File: config.mk
export PLATFORM = sky130hd
export DESIGN_NAME = core_top
export DESIGN_NICKNAME = d
export VERILOG_FILES = /design/src/source/core_pkg.sv /design/src/source/core_top.sv /design/src/source/decode_stage.sv /design/src/source/execute_stage.sv /design/src/source/fetch_stage.sv /design/src/source/instruction_memory.sv /design/src/source/register_file.sv
export SDC_FILE = /design/constraint.sdc
export NUM_CORES = 2
export LEC_CHECK = 0
export ABC_CLOCK_PERIOD_IN_PS = 16580
export BUFFER_PORTS_ARGS = -buffer_cell sky130_fd_sc_hd__buf_4
export CAP_MARGIN = 20
export CORE_UTILIZATION = 30
export DETAILED_ROUTE_END_ITERATION = 7
export SLEW_MARGIN = 20
export SYNTH_ARGS = -nofsm -noshare
export SYNTH_HDL_FRONTEND = slang
export SYNTH_HIERARCHICAL = 1
export SYNTH_SLANG_ARGS = --single-unit
File: constraint.sdc
create_clock -name aclk -period 16.58 [get_ports aclk]
set_input_delay 3.316 -clock aclk [delete_from_list [all_inputs] [get_ports aclk]]
set_output_delay 3.316 -clock aclk [all_outputs]
set_load 0.01 [all_outputs]
File: src/source/core_pkg.sv
// word and register index types, opcode, ALU operation and instruction kind enums
package core_pkg;

    typedef logic [31:0] word_t;    // instruction, address or data word
    typedef logic [4:0]  reg_idx_t; // architectural register number

    // major opcodes of the RV32I subset, standard encoding values
    typedef enum logic [6:0] {
        OP_IMM = 7'b0010011,
        OP     = 7'b0110011,
        LUI    = 7'b0110111,
        BRANCH = 7'b1100011,
        JAL    = 7'b1101111,
        SYSTEM = 7'b1110011
    } opcode_e;

    // operations the execute ALU knows about
    typedef enum logic [2:0] {
        ALU_ADD,
        ALU_SUB,
        ALU_AND,
        ALU_OR,
        ALU_XOR,
        ALU_SLT,    // signed compare, result is 0 or 1
        ALU_PASS_B  // second operand straight through, used by LUI
    } alu_op_e;

    // what execute does with a decoded instruction besides the ALU result
    typedef enum logic [2:0] {
        KIND_ALU,
        KIND_BEQ,
        KIND_BNE,
        KIND_JAL,
        KIND_ECALL,
        KIND_NOP    // anything unsupported retires without a write
    } inst_kind_e;

endpackage

File: src/source/core_top.sv
// three-stage core with instruction memory, fetch, decode and execute
`timescale 1ns/1ns

module core_top import core_pkg::*; #(
    parameter word_t BOOT_BASE = 32'h0,
    parameter word_t TRAP_BASE = 32'h80,
    parameter int    MEM_WORDS = 64
) (
    input  logic     aclk,
    input  logic     aresetn,
    input  logic     prog_we,
    input  word_t    prog_addr,
    input  word_t    prog_data,
    output logic     retire_valid,
    output word_t    retire_pc,
    output reg_idx_t retire_rd,
    output word_t    retire_data
);

    // memory read channel
    logic  ar_valid;
    word_t ar_addr;
    logic  ar_ready;
    logic  r_valid;
    word_t r_data;
    logic  r_ready;

    // fetch to decode
    logic  f_valid;
    word_t f_pc;
    word_t f_ir;
    logic  f_ready;

    // decode to execute
    logic       d_valid;
    logic       d_ready;
    word_t      d_pc;
    inst_kind_e d_kind;
    alu_op_e    d_alu_op;
    reg_idx_t   d_rs1;
    reg_idx_t   d_rs2;
    reg_idx_t   d_rd;
    word_t      d_imm;
    logic       d_use_imm;

    // redirect from execute
    logic  branch;
    logic  trap;
    word_t target;
    logic  flush;

    instruction_memory #(
        .MEM_WORDS (MEM_WORDS)
    ) u_imem (
        .aclk, .aresetn, .prog_we, .prog_addr, .prog_data,
        .ar_valid, .ar_addr, .ar_ready, .r_valid, .r_data, .r_ready
    );

    fetch_stage #(
        .BOOT_BASE (BOOT_BASE),
        .TRAP_BASE (TRAP_BASE)
    ) u_fetch (
        .aclk, .aresetn, .branch, .target, .trap,
        .ar_valid, .ar_addr, .ar_ready, .r_valid, .r_data, .r_ready,
        .f_valid, .f_pc, .f_ir, .f_ready
    );

    decode_stage u_decode (
        .aclk, .aresetn, .flush, .f_valid, .f_pc, .f_ir, .f_ready,
        .d_valid, .d_ready, .d_pc, .d_kind, .d_alu_op,
        .d_rs1, .d_rs2, .d_rd, .d_imm, .d_use_imm
    );

    execute_stage u_execute (
        .aclk, .aresetn, .d_valid, .d_ready, .d_pc, .d_kind, .d_alu_op,
        .d_rs1, .d_rs2, .d_rd, .d_imm, .d_use_imm,
        .branch, .trap, .target, .flush,
        .retire_valid, .retire_pc, .retire_rd, .retire_data
    );

endmodule

File: src/source/decode_stage.sv
// registered decode of fetched words into operation, register indices and immediate
`timescale 1ns/1ns

module decode_stage import core_pkg::*; (
    input  logic       aclk,
    input  logic       aresetn,
    input  logic       flush,
    input  logic       f_valid,
    input  word_t      f_pc,
    input  word_t      f_ir,
    output logic       f_ready,
    output logic       d_valid,
    input  logic       d_ready,
    output word_t      d_pc,
    output inst_kind_e d_kind,
    output alu_op_e    d_alu_op,
    output reg_idx_t   d_rs1,
    output reg_idx_t   d_rs2,
    output reg_idx_t   d_rd,
    output word_t      d_imm,
    output logic       d_use_imm
);

    inst_kind_e dec_kind;
    alu_op_e    dec_alu_op;
    reg_idx_t   dec_rd;
    word_t      dec_imm;
    logic       dec_use_imm;

    wire [2:0] funct3 = f_ir[14:12];
    wire [6:0] funct7 = f_ir[31:25];

    // the register can always refill when it is empty, draining or being flushed
    assign f_ready = ~d_valid | d_ready | flush;

    always_comb begin
        dec_kind    = KIND_NOP;
        dec_alu_op  = ALU_ADD;
        dec_rd      = '0;       // only writing kinds keep their rd
        dec_imm     = '0;
        dec_use_imm = 1'b0;
        case (opcode_e'(f_ir[6:0]))
            OP_IMM: begin
                dec_imm     = {{20{f_ir[31]}}, f_ir[31:20]};
                dec_use_imm = 1'b1;
                if (funct3 == 3'b000) begin // ADDI
                    dec_kind = KIND_ALU;
                    dec_rd   = f_ir[11:7];
                end
            end
            OP: begin
                dec_kind = KIND_ALU;
                dec_rd   = f_ir[11:7];
                case ({funct7, funct3})
                    10'b0000000_000: dec_alu_op = ALU_ADD;
                    10'b0100000_000: dec_alu_op = ALU_SUB;
                    10'b0000000_111: dec_alu_op = ALU_AND;
                    10'b0000000_110: dec_alu_op = ALU_OR;
                    10'b0000000_100: dec_alu_op = ALU_XOR;
                    10'b0000000_010: dec_alu_op = ALU_SLT;
                    default: begin
                        dec_kind = KIND_NOP;
                        dec_rd   = '0;
                    end
                endcase
            end
            LUI: begin
                dec_kind    = KIND_ALU;
                dec_alu_op  = ALU_PASS_B;
                dec_rd      = f_ir[11:7];
                dec_imm     = {f_ir[31:12], 12'b0};
                dec_use_imm = 1'b1;
            end
            BRANCH: begin
                dec_imm = {{19{f_ir[31]}}, f_ir[31], f_ir[7], f_ir[30:25], f_ir[11:8], 1'b0};
                if (funct3 == 3'b000) dec_kind = KIND_BEQ;
                if (funct3 == 3'b001) dec_kind = KIND_BNE;
            end
            JAL: begin
                dec_kind = KIND_JAL;
                dec_rd   = f_ir[11:7];
                dec_imm  = {{11{f_ir[31]}}, f_ir[31], f_ir[19:12], f_ir[20], f_ir[30:21], 1'b0};
            end
            SYSTEM: begin
                if (f_ir[31:7] == '0) dec_kind = KIND_ECALL; // exactly the ECALL word
            end
            default: ;
        endcase
    end

    always_ff @(posedge aclk) begin
        if (!aresetn || flush) begin
            d_valid <= 1'b0;
        end else if (f_valid && f_ready) begin
            d_valid <= 1'b1;
        end else if (d_ready) begin
            d_valid <= 1'b0;
        end
    end

    always_ff @(posedge aclk) begin
        if (f_valid && f_ready) begin
            d_pc      <= f_pc;
            d_kind    <= dec_kind;
            d_alu_op  <= dec_alu_op;
            d_rs1     <= f_ir[19:15];
            d_rs2     <= f_ir[24:20];
            d_rd      <= dec_rd;
            d_imm     <= dec_imm;
            d_use_imm <= dec_use_imm;
        end
    end

    a_hold_valid: assert property (@(posedge aclk) disable iff (!aresetn)
        d_valid && !d_ready && !flush |=> d_valid);

endmodule

File: src/source/execute_stage.sv
// ALU, branch and jump resolution, ECALL trap, register write-back and retire report
`timescale 1ns/1ns

module execute_stage import core_pkg::*; (
    input  logic       aclk,
    input  logic       aresetn,
    input  logic       d_valid,
    output logic       d_ready,
    input  word_t      d_pc,
    input  inst_kind_e d_kind,
    input  alu_op_e    d_alu_op,
    input  reg_idx_t   d_rs1,
    input  reg_idx_t   d_rs2,
    input  reg_idx_t   d_rd,
    input  word_t      d_imm,
    input  logic       d_use_imm,
    output logic       branch,
    output logic       trap,
    output word_t      target,
    output logic       flush,
    output logic       retire_valid,
    output word_t      retire_pc,
    output reg_idx_t   retire_rd,
    output word_t      retire_data
);

    word_t rdata_a;
    word_t rdata_b;
    word_t op_b;
    word_t alu_res;
    word_t wr_data;
    logic  taken;
    logic  writes;

    wire xfer = d_valid & d_ready;

    // nothing is accepted while a redirect is on its way to fetch
    assign d_ready = ~(branch | trap);
    assign flush   = branch | trap;

    register_file u_regs (
        .aclk    (aclk),
        .we      (xfer & writes),
        .waddr   (d_rd),
        .wdata   (wr_data),
        .raddr_a (d_rs1),
        .raddr_b (d_rs2),
        .rdata_a (rdata_a),
        .rdata_b (rdata_b)
    );

    assign op_b = d_use_imm ? d_imm : rdata_b;

    always_comb begin
        case (d_alu_op)
            ALU_ADD:    alu_res = rdata_a + op_b;
            ALU_SUB:    alu_res = rdata_a - op_b;
            ALU_AND:    alu_res = rdata_a & op_b;
            ALU_OR:     alu_res = rdata_a | op_b;
            ALU_XOR:    alu_res = rdata_a ^ op_b;
            ALU_SLT:    alu_res = {31'b0, $signed(rdata_a) < $signed(op_b)};
            ALU_PASS_B: alu_res = op_b;
            default:    alu_res = '0;
        endcase
    end

    assign writes  = (d_kind == KIND_ALU) || (d_kind == KIND_JAL);
    assign wr_data = (d_kind == KIND_JAL) ? d_pc + 32'd4 : alu_res; // link address for JAL

    always_comb begin
        case (d_kind)
            KIND_BEQ: taken = (rdata_a == rdata_b);
            KIND_BNE: taken = (rdata_a != rdata_b);
            KIND_JAL: taken = 1'b1;
            default:  taken = 1'b0;
        endcase
    end

    always_ff @(posedge aclk) begin
        if (!aresetn) begin
            branch       <= 1'b0;
            trap         <= 1'b0;
            retire_valid <= 1'b0;
        end else begin
            branch       <= xfer & taken;
            trap         <= xfer & (d_kind == KIND_ECALL);
            retire_valid <= xfer; // one pulse per completed instruction
        end
    end

    always_ff @(posedge aclk) begin
        if (xfer) begin
            target      <= d_pc + d_imm;
            retire_pc   <= d_pc;
            retire_rd   <= d_rd;
            // a write to x0 is discarded, so it reports zero
            retire_data <= (writes && d_rd != '0) ? wr_data : '0;
        end
    end

    a_one_redirect: assert property (@(posedge aclk) disable iff (!aresetn)
        !(branch && trap));

endmodule

File: src/source/fetch_stage.sv
// program counter, redirection on branch and trap, and instruction memory read requests
`timescale 1ns/1ns

module fetch_stage import core_pkg::*; #(
    parameter word_t BOOT_BASE = 32'h0,
    parameter word_t TRAP_BASE = 32'h80
) (
    input  logic  aclk,
    input  logic  aresetn,
    input  logic  branch,
    input  word_t target,
    input  logic  trap,
    output logic  ar_valid,
    output word_t ar_addr,
    input  logic  ar_ready,
    input  logic  r_valid,
    input  word_t r_data,
    output logic  r_ready,
    output logic  f_valid,
    output word_t f_pc,
    output word_t f_ir,
    input  logic  f_ready
);

    word_t pc;      // address of the word currently in flight
    logic  trapped; // the word in flight was requested before a redirect

    wire ar_fire = ar_valid & ar_ready;
    wire r_fire  = r_valid & r_ready;

    // fetch always prefetches the next sequential word
    assign ar_valid = 1'b1;

    always_ff @(posedge aclk) begin
        if (!aresetn) begin
            ar_addr <= BOOT_BASE;
        end else if (ar_fire) begin
            if (trap) begin
                ar_addr <= TRAP_BASE; // trap outranks a branch
            end else if (branch) begin
                ar_addr <= target;
            end else begin
                ar_addr <= ar_addr + 32'd4;
            end
        end
    end

    always_ff @(posedge aclk) begin
        if (!aresetn) begin
            pc <= BOOT_BASE;
        end else if (ar_fire) begin
            pc <= ar_addr; // pairs the PC with the data that comes back
        end
    end

    // the request issued on the redirect edge is stale, so drop its data
    always_ff @(posedge aclk) begin
        if (!aresetn) begin
            trapped <= 1'b0;
        end else if (branch || trap) begin
            trapped <= 1'b1;
        end else if (r_fire) begin
            trapped <= 1'b0;
        end
    end

    assign r_ready = f_ready;
    assign f_valid = r_valid & ~branch & ~trap & ~trapped;
    assign f_pc    = pc;
    assign f_ir    = r_data;

    a_addr_stable: assert property (@(posedge aclk) disable iff (!aresetn)
        ar_valid && !ar_ready |=> $stable(ar_addr));

endmodule

File: src/source/instruction_memory.sv
// word-addressed program RAM with a load port and a one-deep read channel
`timescale 1ns/1ns

module instruction_memory import core_pkg::*; #(
    parameter int MEM_WORDS = 64
) (
    input  logic  aclk,
    input  logic  aresetn,
    input  logic  prog_we,
    input  word_t prog_addr,
    input  word_t prog_data,
    input  logic  ar_valid,
    input  word_t ar_addr,
    output logic  ar_ready,
    output logic  r_valid,
    output word_t r_data,
    input  logic  r_ready
);

    word_t mem [MEM_WORDS];

    word_t wr_idx;
    word_t rd_idx;

    // byte addresses become word indices that wrap at the depth
    assign wr_idx = (prog_addr >> 2) % word_t'(MEM_WORDS);
    assign rd_idx = (ar_addr >> 2) % word_t'(MEM_WORDS);

    // a new address is taken when the output slot is free or drains this cycle
    assign ar_ready = ~r_valid | r_ready;

    always_ff @(posedge aclk) begin
        if (prog_we) begin
            mem[wr_idx] <= prog_data;
        end
    end

    always_ff @(posedge aclk) begin
        if (!aresetn) begin
            r_valid <= 1'b0;
        end else if (ar_valid && ar_ready) begin
            r_valid <= 1'b1;
        end else if (r_ready) begin
            r_valid <= 1'b0; // data taken and nothing new behind it
        end
    end

    // the read word stays here until the consumer takes it
    always_ff @(posedge aclk) begin
        if (ar_valid && ar_ready) begin
            r_data <= mem[rd_idx];
        end
    end

endmodule

File: src/source/register_file.sv
// general purpose registers x1 to x31 with x0 reading zero and two read ports
`timescale 1ns/1ns

module register_file import core_pkg::*; (
    input  logic     aclk,
    input  logic     we,
    input  reg_idx_t waddr,
    input  word_t    wdata,
    input  reg_idx_t raddr_a,
    input  reg_idx_t raddr_b,
    output word_t    rdata_a,
    output word_t    rdata_b
);

    // x0 has no storage at all
    word_t regs [31:1];

    always_ff @(posedge aclk) begin
        if (we && waddr != '0) begin
            regs[waddr] <= wdata;
        end
    end

    // reads are combinational so execute sees the value written on the previous edge
    assign rdata_a = (raddr_a == '0) ? '0 : regs[raddr_a];
    assign rdata_b = (raddr_b == '0) ? '0 : regs[raddr_b];

endmodule

* After elaboration in Yosys (flattened, before gate mapping) *
Memory sizes are Yosys's and may differ from the RTL's. A register that Yosys moved wholly into a read port is not among the register bits.
Index checks and enable logic that the tools add are counted.

word-level totals
  bits in registers = 257
  bits in writable memories = 3040
  output and inout port bits = 70
  memories = 2

cells by class
  add/sub/neg operators = 5
  magnitude comparators = 1
  equal/unequal tests = 25
  muxes and demuxes = 33
  bitwise logic cells = 21
  reduce and logical (&&, ||, !) cells = 20

memory list
  memory                 depth  width  rd ports  clocked after memory_dff  write ports  line                      RTL
  u_imem.mem             64     32     1         1                         1            instruction_memory.sv:20  word_t mem [MEM_WORDS];
  u_execute.u_regs.regs  31     32     2         2                         1            register_file.sv:16       word_t regs [31:1];

operator list
  kind                                                                    count
  32-bit one-hot mux with 7 select lines                                  1
  32-bit two-way mux                                                      6
  32-bit one-hot mux with 4 select lines                                  1
  32-bit by 3-bit adder with 32-bit output, second input constant         2
  32-bit adder                                                            2
  32-bit bitwise AND                                                      1
  32-bit equality test                                                    1
  32-bit < comparator                                                     1
  32-bit != test                                                          1
  32-bit OR                                                               1
  32-bit subtractor                                                       1
  32-bit bitwise XOR                                                      1
  10-bit by 3-bit equality test with 1-bit output, second input constant  3
  25-bit zero test                                                        1
  7-bit equality test, second input constant                              3
  5-bit two-way mux                                                       4
  3-bit one-hot mux with 6 select lines                                   1
  3-bit one-hot mux with 5 select lines                                   1
  5-bit one-hot mux with 3 select lines                                   1
  7-bit by 6-bit equality test with 1-bit output, second input constant   2
  3-bit by 2-bit equality test with 1-bit output, second input constant   4
  3-bit equality test, second input constant                              4
  1-bit two-way mux                                                       12
  3-bit two-way mux                                                       4
  other kinds (20)                                                        46

* Logic depth before layout (Yosys ltp) *
  depth in word-level cells = 7
  mapped depth = 22

* By module *
The synthesis kept the hierarchy.

modules (own cells, without submodules)
  module              instances  cells an instance  area each (um^2)  seq. area each (um^2)
  instruction_memory  1          3395               79054.6           62479.9
  register_file       1          2593               46489.6           29788.6
  execute_stage       1          1506               12500.7           3093.0
  fetch_stage         1          426                3603.5            1301.2
  decode_stage        1          197                3344.5            2602.5

* Least setup slack after synthesis *
OpenSTA, ideal clock, no wires.

  path kind = in2reg
  start = input port prog_addr[5]
  end = memory u_imem/mem[48][0] in the netlist's numbering, enable pin
  setup time = 0.461 ns
  arrival = 6.041 ns
  required time = 16.119 ns
  path slack = 10.078 ns
  stages on the path = 4
  buffers on the path = 1
  cells stage by stage = clkbuf_1 > nor2b_1 > nand4b_1 > nor3_1

RTL lines
  item                line                      RTL
  start: declaration  core_top.sv:12            input word_t prog_addr,
  end: declaration    instruction_memory.sv:20

Straight into the memory's write port.

* Final worst setup path *
  start = register u_decode.d_rs2[1]
  end = memory u_execute/u_regs/regs[30][30] in the netlist's numbering, data pin

between the ends
  cells in the longest elaborated chain, start to end = 6

ends and longest elaborated chain
  item                                               line                                      RTL
  start: declaration                                 decode_stage.sv:18                        output reg_idx_t d_rs2,
  start signal: assignment                           decode_stage.sv:107                       d_rs2 <= f_ir[24:20];
  5-bit zero test (*)                                register_file.sv:26                       assign rdata_b = (raddr_b == '0) ? '0 : regs[raddr_b];
  32-bit two-way mux (*)                             register_file.sv:26
  via u_execute.rdata_b[0]                           execute_stage.sv:28                       word_t rdata_b;
  32-bit two-way mux (*)                             execute_stage.sv:52                       assign op_b = d_use_imm ? d_imm : rdata_b;
  32-bit subtractor or 32-bit adder (tied branches)  execute_stage.sv:57, execute_stage.sv:56
  32-bit one-hot mux with 7 select lines (*)         execute_stage.sv:55                       case (d_alu_op)
  32-bit two-way mux (*)                             execute_stage.sv:68                       assign wr_data = (d_kind == KIND_JAL) ? d_pc + 32'd4 : alu_res;
  via u_execute.wr_data[30]                          execute_stage.sv:31                       word_t wr_data;
  end: declaration                                   register_file.sv:16

Mark *: on every way through the listed nets, which the timed path passes. The rest lies on a longest branch.

==> out/results.txt <==
Finished Layout Cells: 14900
Critical Setup Path Class: reg2reg
H-Tree Depth: 5
Via count: 82100
Initial core utilization: 30.2%
Status: finished, final reports clean
Insertion delay to the later sink of the worst-skew pair: 0.93 ns
Compound-gate portion of the synthesized area: 6.01%
Most frequent CP cell: buf_4
DRC errors left: 0
CTS tree: built
Reg-to-reg critical path endpoint: u_execute/u_regs/regs[30][30]
WP depth: 22
Post-synthesis net count: 8344
Largest family of logic cells by synthesized area: multiplexers
Yosys warning total: 6
F_max: 116 MHz
Worst path cell trace: buf_4 -> buf_4 -> buf_4 -> and2_2 -> buf_4 -> a22oi_1 -> nand3_1 -> a31oi_1 -> mux2i_1 -> inv_1 -> ha_1 -> fa_1 -> nor3_1 -> nor3_1 -> o211a_1 -> o21ai_0 -> a21oi_1 -> o31ai_1 -> mux2i_1 -> a2111oi_2 -> nor2_2 -> buf_4
Crit path max fanout: 36
Mapped cell area: 0.145 mm2
Worst path max stage delay: 0.69 ns
Power Internal: 14400 uW
Root buffer cell: clkbuf_16
Primary FF master, synth: edfxtp_1
Share of cells above drive strength 1: 22.4%
Final net count: 8493
Final Max Tran Viols: 0
Hold Vio Cnt, Final: 0
PwrDens: 115 mW/mm2
Clock Power Share: 39.9%
Reg clk slew, reported paths: 0.06 ns
Period minus WS final: 8.65 ns
CP top delay family: buffers and inverters
Sequential power share: 50.3%
Post-Synth Adder-Cell Area: 1.40%
Global-route wire length before repair: 608 mm
DRT antenna net count: 0
Mapped Cells: 8117
Min-delay worst type: reg2reg
Die Height: 697 um
Share of flip-flops with an asynchronous set or reset: 0%
Gpl congestion: 0.934
Buf/Inv on CP: 6
Simple-gate share of the synthesized area: 4.27%
Top post-synthesis cells by area: edfxtp_1, mux4_2, mux2i_1, ha_1, a22oi_1
VDD IR-drop max: 0.107 mV
Final core utilization: 34.3%
Worst Path Arrival: 9.24 ns
Post-synthesis register bit count: 3329
I/O pins: 137
Die Footprint: 0.486 mm2
Number of synthesized flops with an enable pin: 3259
Post-synthesis sequential area ratio: 68.5%
Routed WL: 432 mm
Reg2Reg Launch Point: u_decode/d_rs2[1]
Crit path launch type: register
Drt initial violations: 9705
Setup WS post-layout: 7.93 ns
Setup TNS: 0 ns
Fin crit share: 52.1%
Cts bufs inserted: 329
Combinational Power Share: 9.8%
CP Capture Point: u_execute/u_regs/regs[30][30]
Hold WS: 0.428 ns
Dpl cells: 14300
Die width: 697 um
Hpwl dp: 258 mm
P_leak: 0.0523 uW
Switching share of total power: 23.9%
Global route overflow: 0
Netlist cell types: 109
Post-synth top area cell: edfxtp_1
Slowest-stage cell, CP: and2_2
Port bufs: 110
Vias/cell: 5.49
Vias in the first global route: 81700
Synth cell count leaders: edfxtp_1, mux4_2, mux2i_1
WL/cell: 28.9 um
Setup violations, final: 0
Number of hold buffers added after cts: 0
NetSw: 4520 uW
Clk sinks: 3329
Worst-margin pin slew: 1.21 ns
FILL cells: 45000
Crit. Startpoint: u_decode/d_rs2[1]
RSZ-0062 raised after global routing: no
Core area: 0.480 mm2
Post-CTS setup repair buffer count: 0
CP Data Required Time: 17.17 ns
Max-slew headroom: 18.5%
XOR/XNOR share of the synthesized area: 0.695%
Area grow syn2layout: 13.5%
Tot GR Track Use: 17.1%
Post-CTS resize count: 0
Reg2Reg Depth: 22
Top-count cell post-synth: edfxtp_1
Max cap viols: 0
Std cell rows: 254
Setup crit end kind: register
R2R setup slack: 7.93 ns
Area fraction of the dominant cell type after synthesis: 67.5%
Clock Path Buffers: 4
Largest net degree at the start of global routing: 110
Syn avg cell area: 17.9 um2
DRT Pass-1 Iters: 6
Final clock skew: 0.0634 ns
Setup slack after placement: 7.93 ns
Initial antenna violation count: 44
Mux cell area share after synthesis: 16.8%
through the flow:
step	cell area (um2)	total power [uW]
2_1_floorplan	145000	10800
3_3_place_gp	154000	11500
3_5_place_dp	154000	11500
4_1_cts	164000	19000
5_1_grt	164000	19400
6_report	165000	18900
layer usage:
metal,global-route usage [%],up-vias,wire (um)
met5,0,-,214
li1,-,33700,-
met1,22.8,43700,174000
met3,3.26,768,35700
met4,5.43,32,15200
met2,28.3,3871,207000
sequential cells by signal, summed over array words and instances (netlist names), 3 cells and up:
signal / cells
u_decode/d_rd: 5
u_fetch/ar_addr: 32
u_execute/target: 32
u_decode/d_rs2: 5
u_decode/d_kind: 3
u_execute/retire_pc: 32
u_fetch/f_pc: 32
u_execute/u_regs/regs: 992
u_decode/d_pc: 32
u_decode/d_alu_op: 3
u_imem/r_data: 32
u_execute/retire_data: 32
u_imem/mem: 2048
u_decode/d_rs1: 5
u_decode/d_imm: 32
u_execute/retire_rd: 5
power by group through the flow:
stage | Combinational [uW] | Sequential (uW) | Clock (uW)
2_1_floorplan | 1190 | 9640 | 0
3_3_place_gp | 1790 | 9680 | 0
3_5_place_dp | 1820 | 9680 | 0
4_1_cts | 1830 | 9500 | 7650
5_1_grt | 1950 | 9500 | 7970
6_report | 1850 | 9500 | 7530
placed cells by master, fill, tap and decap left out, types with 33 or more instances in the layout:
master,count
a22o_1,82
mux4_2,827
clkinv_1,68
edfxtp_1,3259
a21oi_1,247
clkbuf_16,334
a221oi_1,37
a21o_1,43
a31oi_1,45
and2_1,69
nand3_1,142
nand2_1,251
o22ai_1,59
o21ai_0,131
o221ai_1,53
inv_1,120
nand2b_1,36
nand4_1,57
nor2b_1,61
nor2_1,264
ha_1,157
nor2_4,95
clkinv_2,56
xnor2_1,87
mux2i_1,477
mux2_2,59
a211oi_1,38
a311o_1,33
buf_4,333
and3_1,34
bufinv_16,37
a22oi_1,189
dfxtp_1,64
a211o_1,42
nor3_1,76
clkbuf_1,53
how the worst min path moves through the flow:
| stage | endpoint | slack [ns] | cells past startpoint | start |
|---|---|---|---|---|
| global placement | u_decode/d_pc[10] | 0.41 | 0 | u_fetch/f_pc[10] |
| detailed placement | u_decode/d_pc[10] | 0.41 | 0 | u_fetch/f_pc[10] |
| floorplan | u_decode/d_pc[0] | 0.41 | 0 | u_fetch/f_pc[0] |
| global route | u_decode/d_pc[10] | 0.43 | 0 | u_fetch/f_pc[10] |
| CTS | u_decode/d_pc[10] | 0.43 | 0 | u_fetch/f_pc[10] |
| finish | u_decode/d_pc[10] | 0.43 | 0 | u_fetch/f_pc[10] |
cell type report:
type	instances	area, um2	area share (%)
Timing Repair Buffer	347	2770	1.68
Multi-Input combinational cell	4136	43300	26.3
Clock inverter	200	2090	1.27
Antenna cell	21	52.6	0.0319
Inverter	123	462	0.281
Clock buffer	388	8570	5.21
Sequential cell	3329	99300	60.4
Tap cell	6400	8010	4.87
logic make-up (layout without fill, tap and decap cells):
kind of cell             Yosys count  in the layout
AND/OR/NAND/NOR                 1252           1252
adder cells (fa/ha/maj)          160            160
multiplexers                    1379           1379
flip-flops                      3329           3329
XOR/XNOR                         115            115
other                              1             22
buffers and inverters            652           1058
AO/OA/AOI/OAI                   1229           1229
Power figures use the tool's default switching activity.
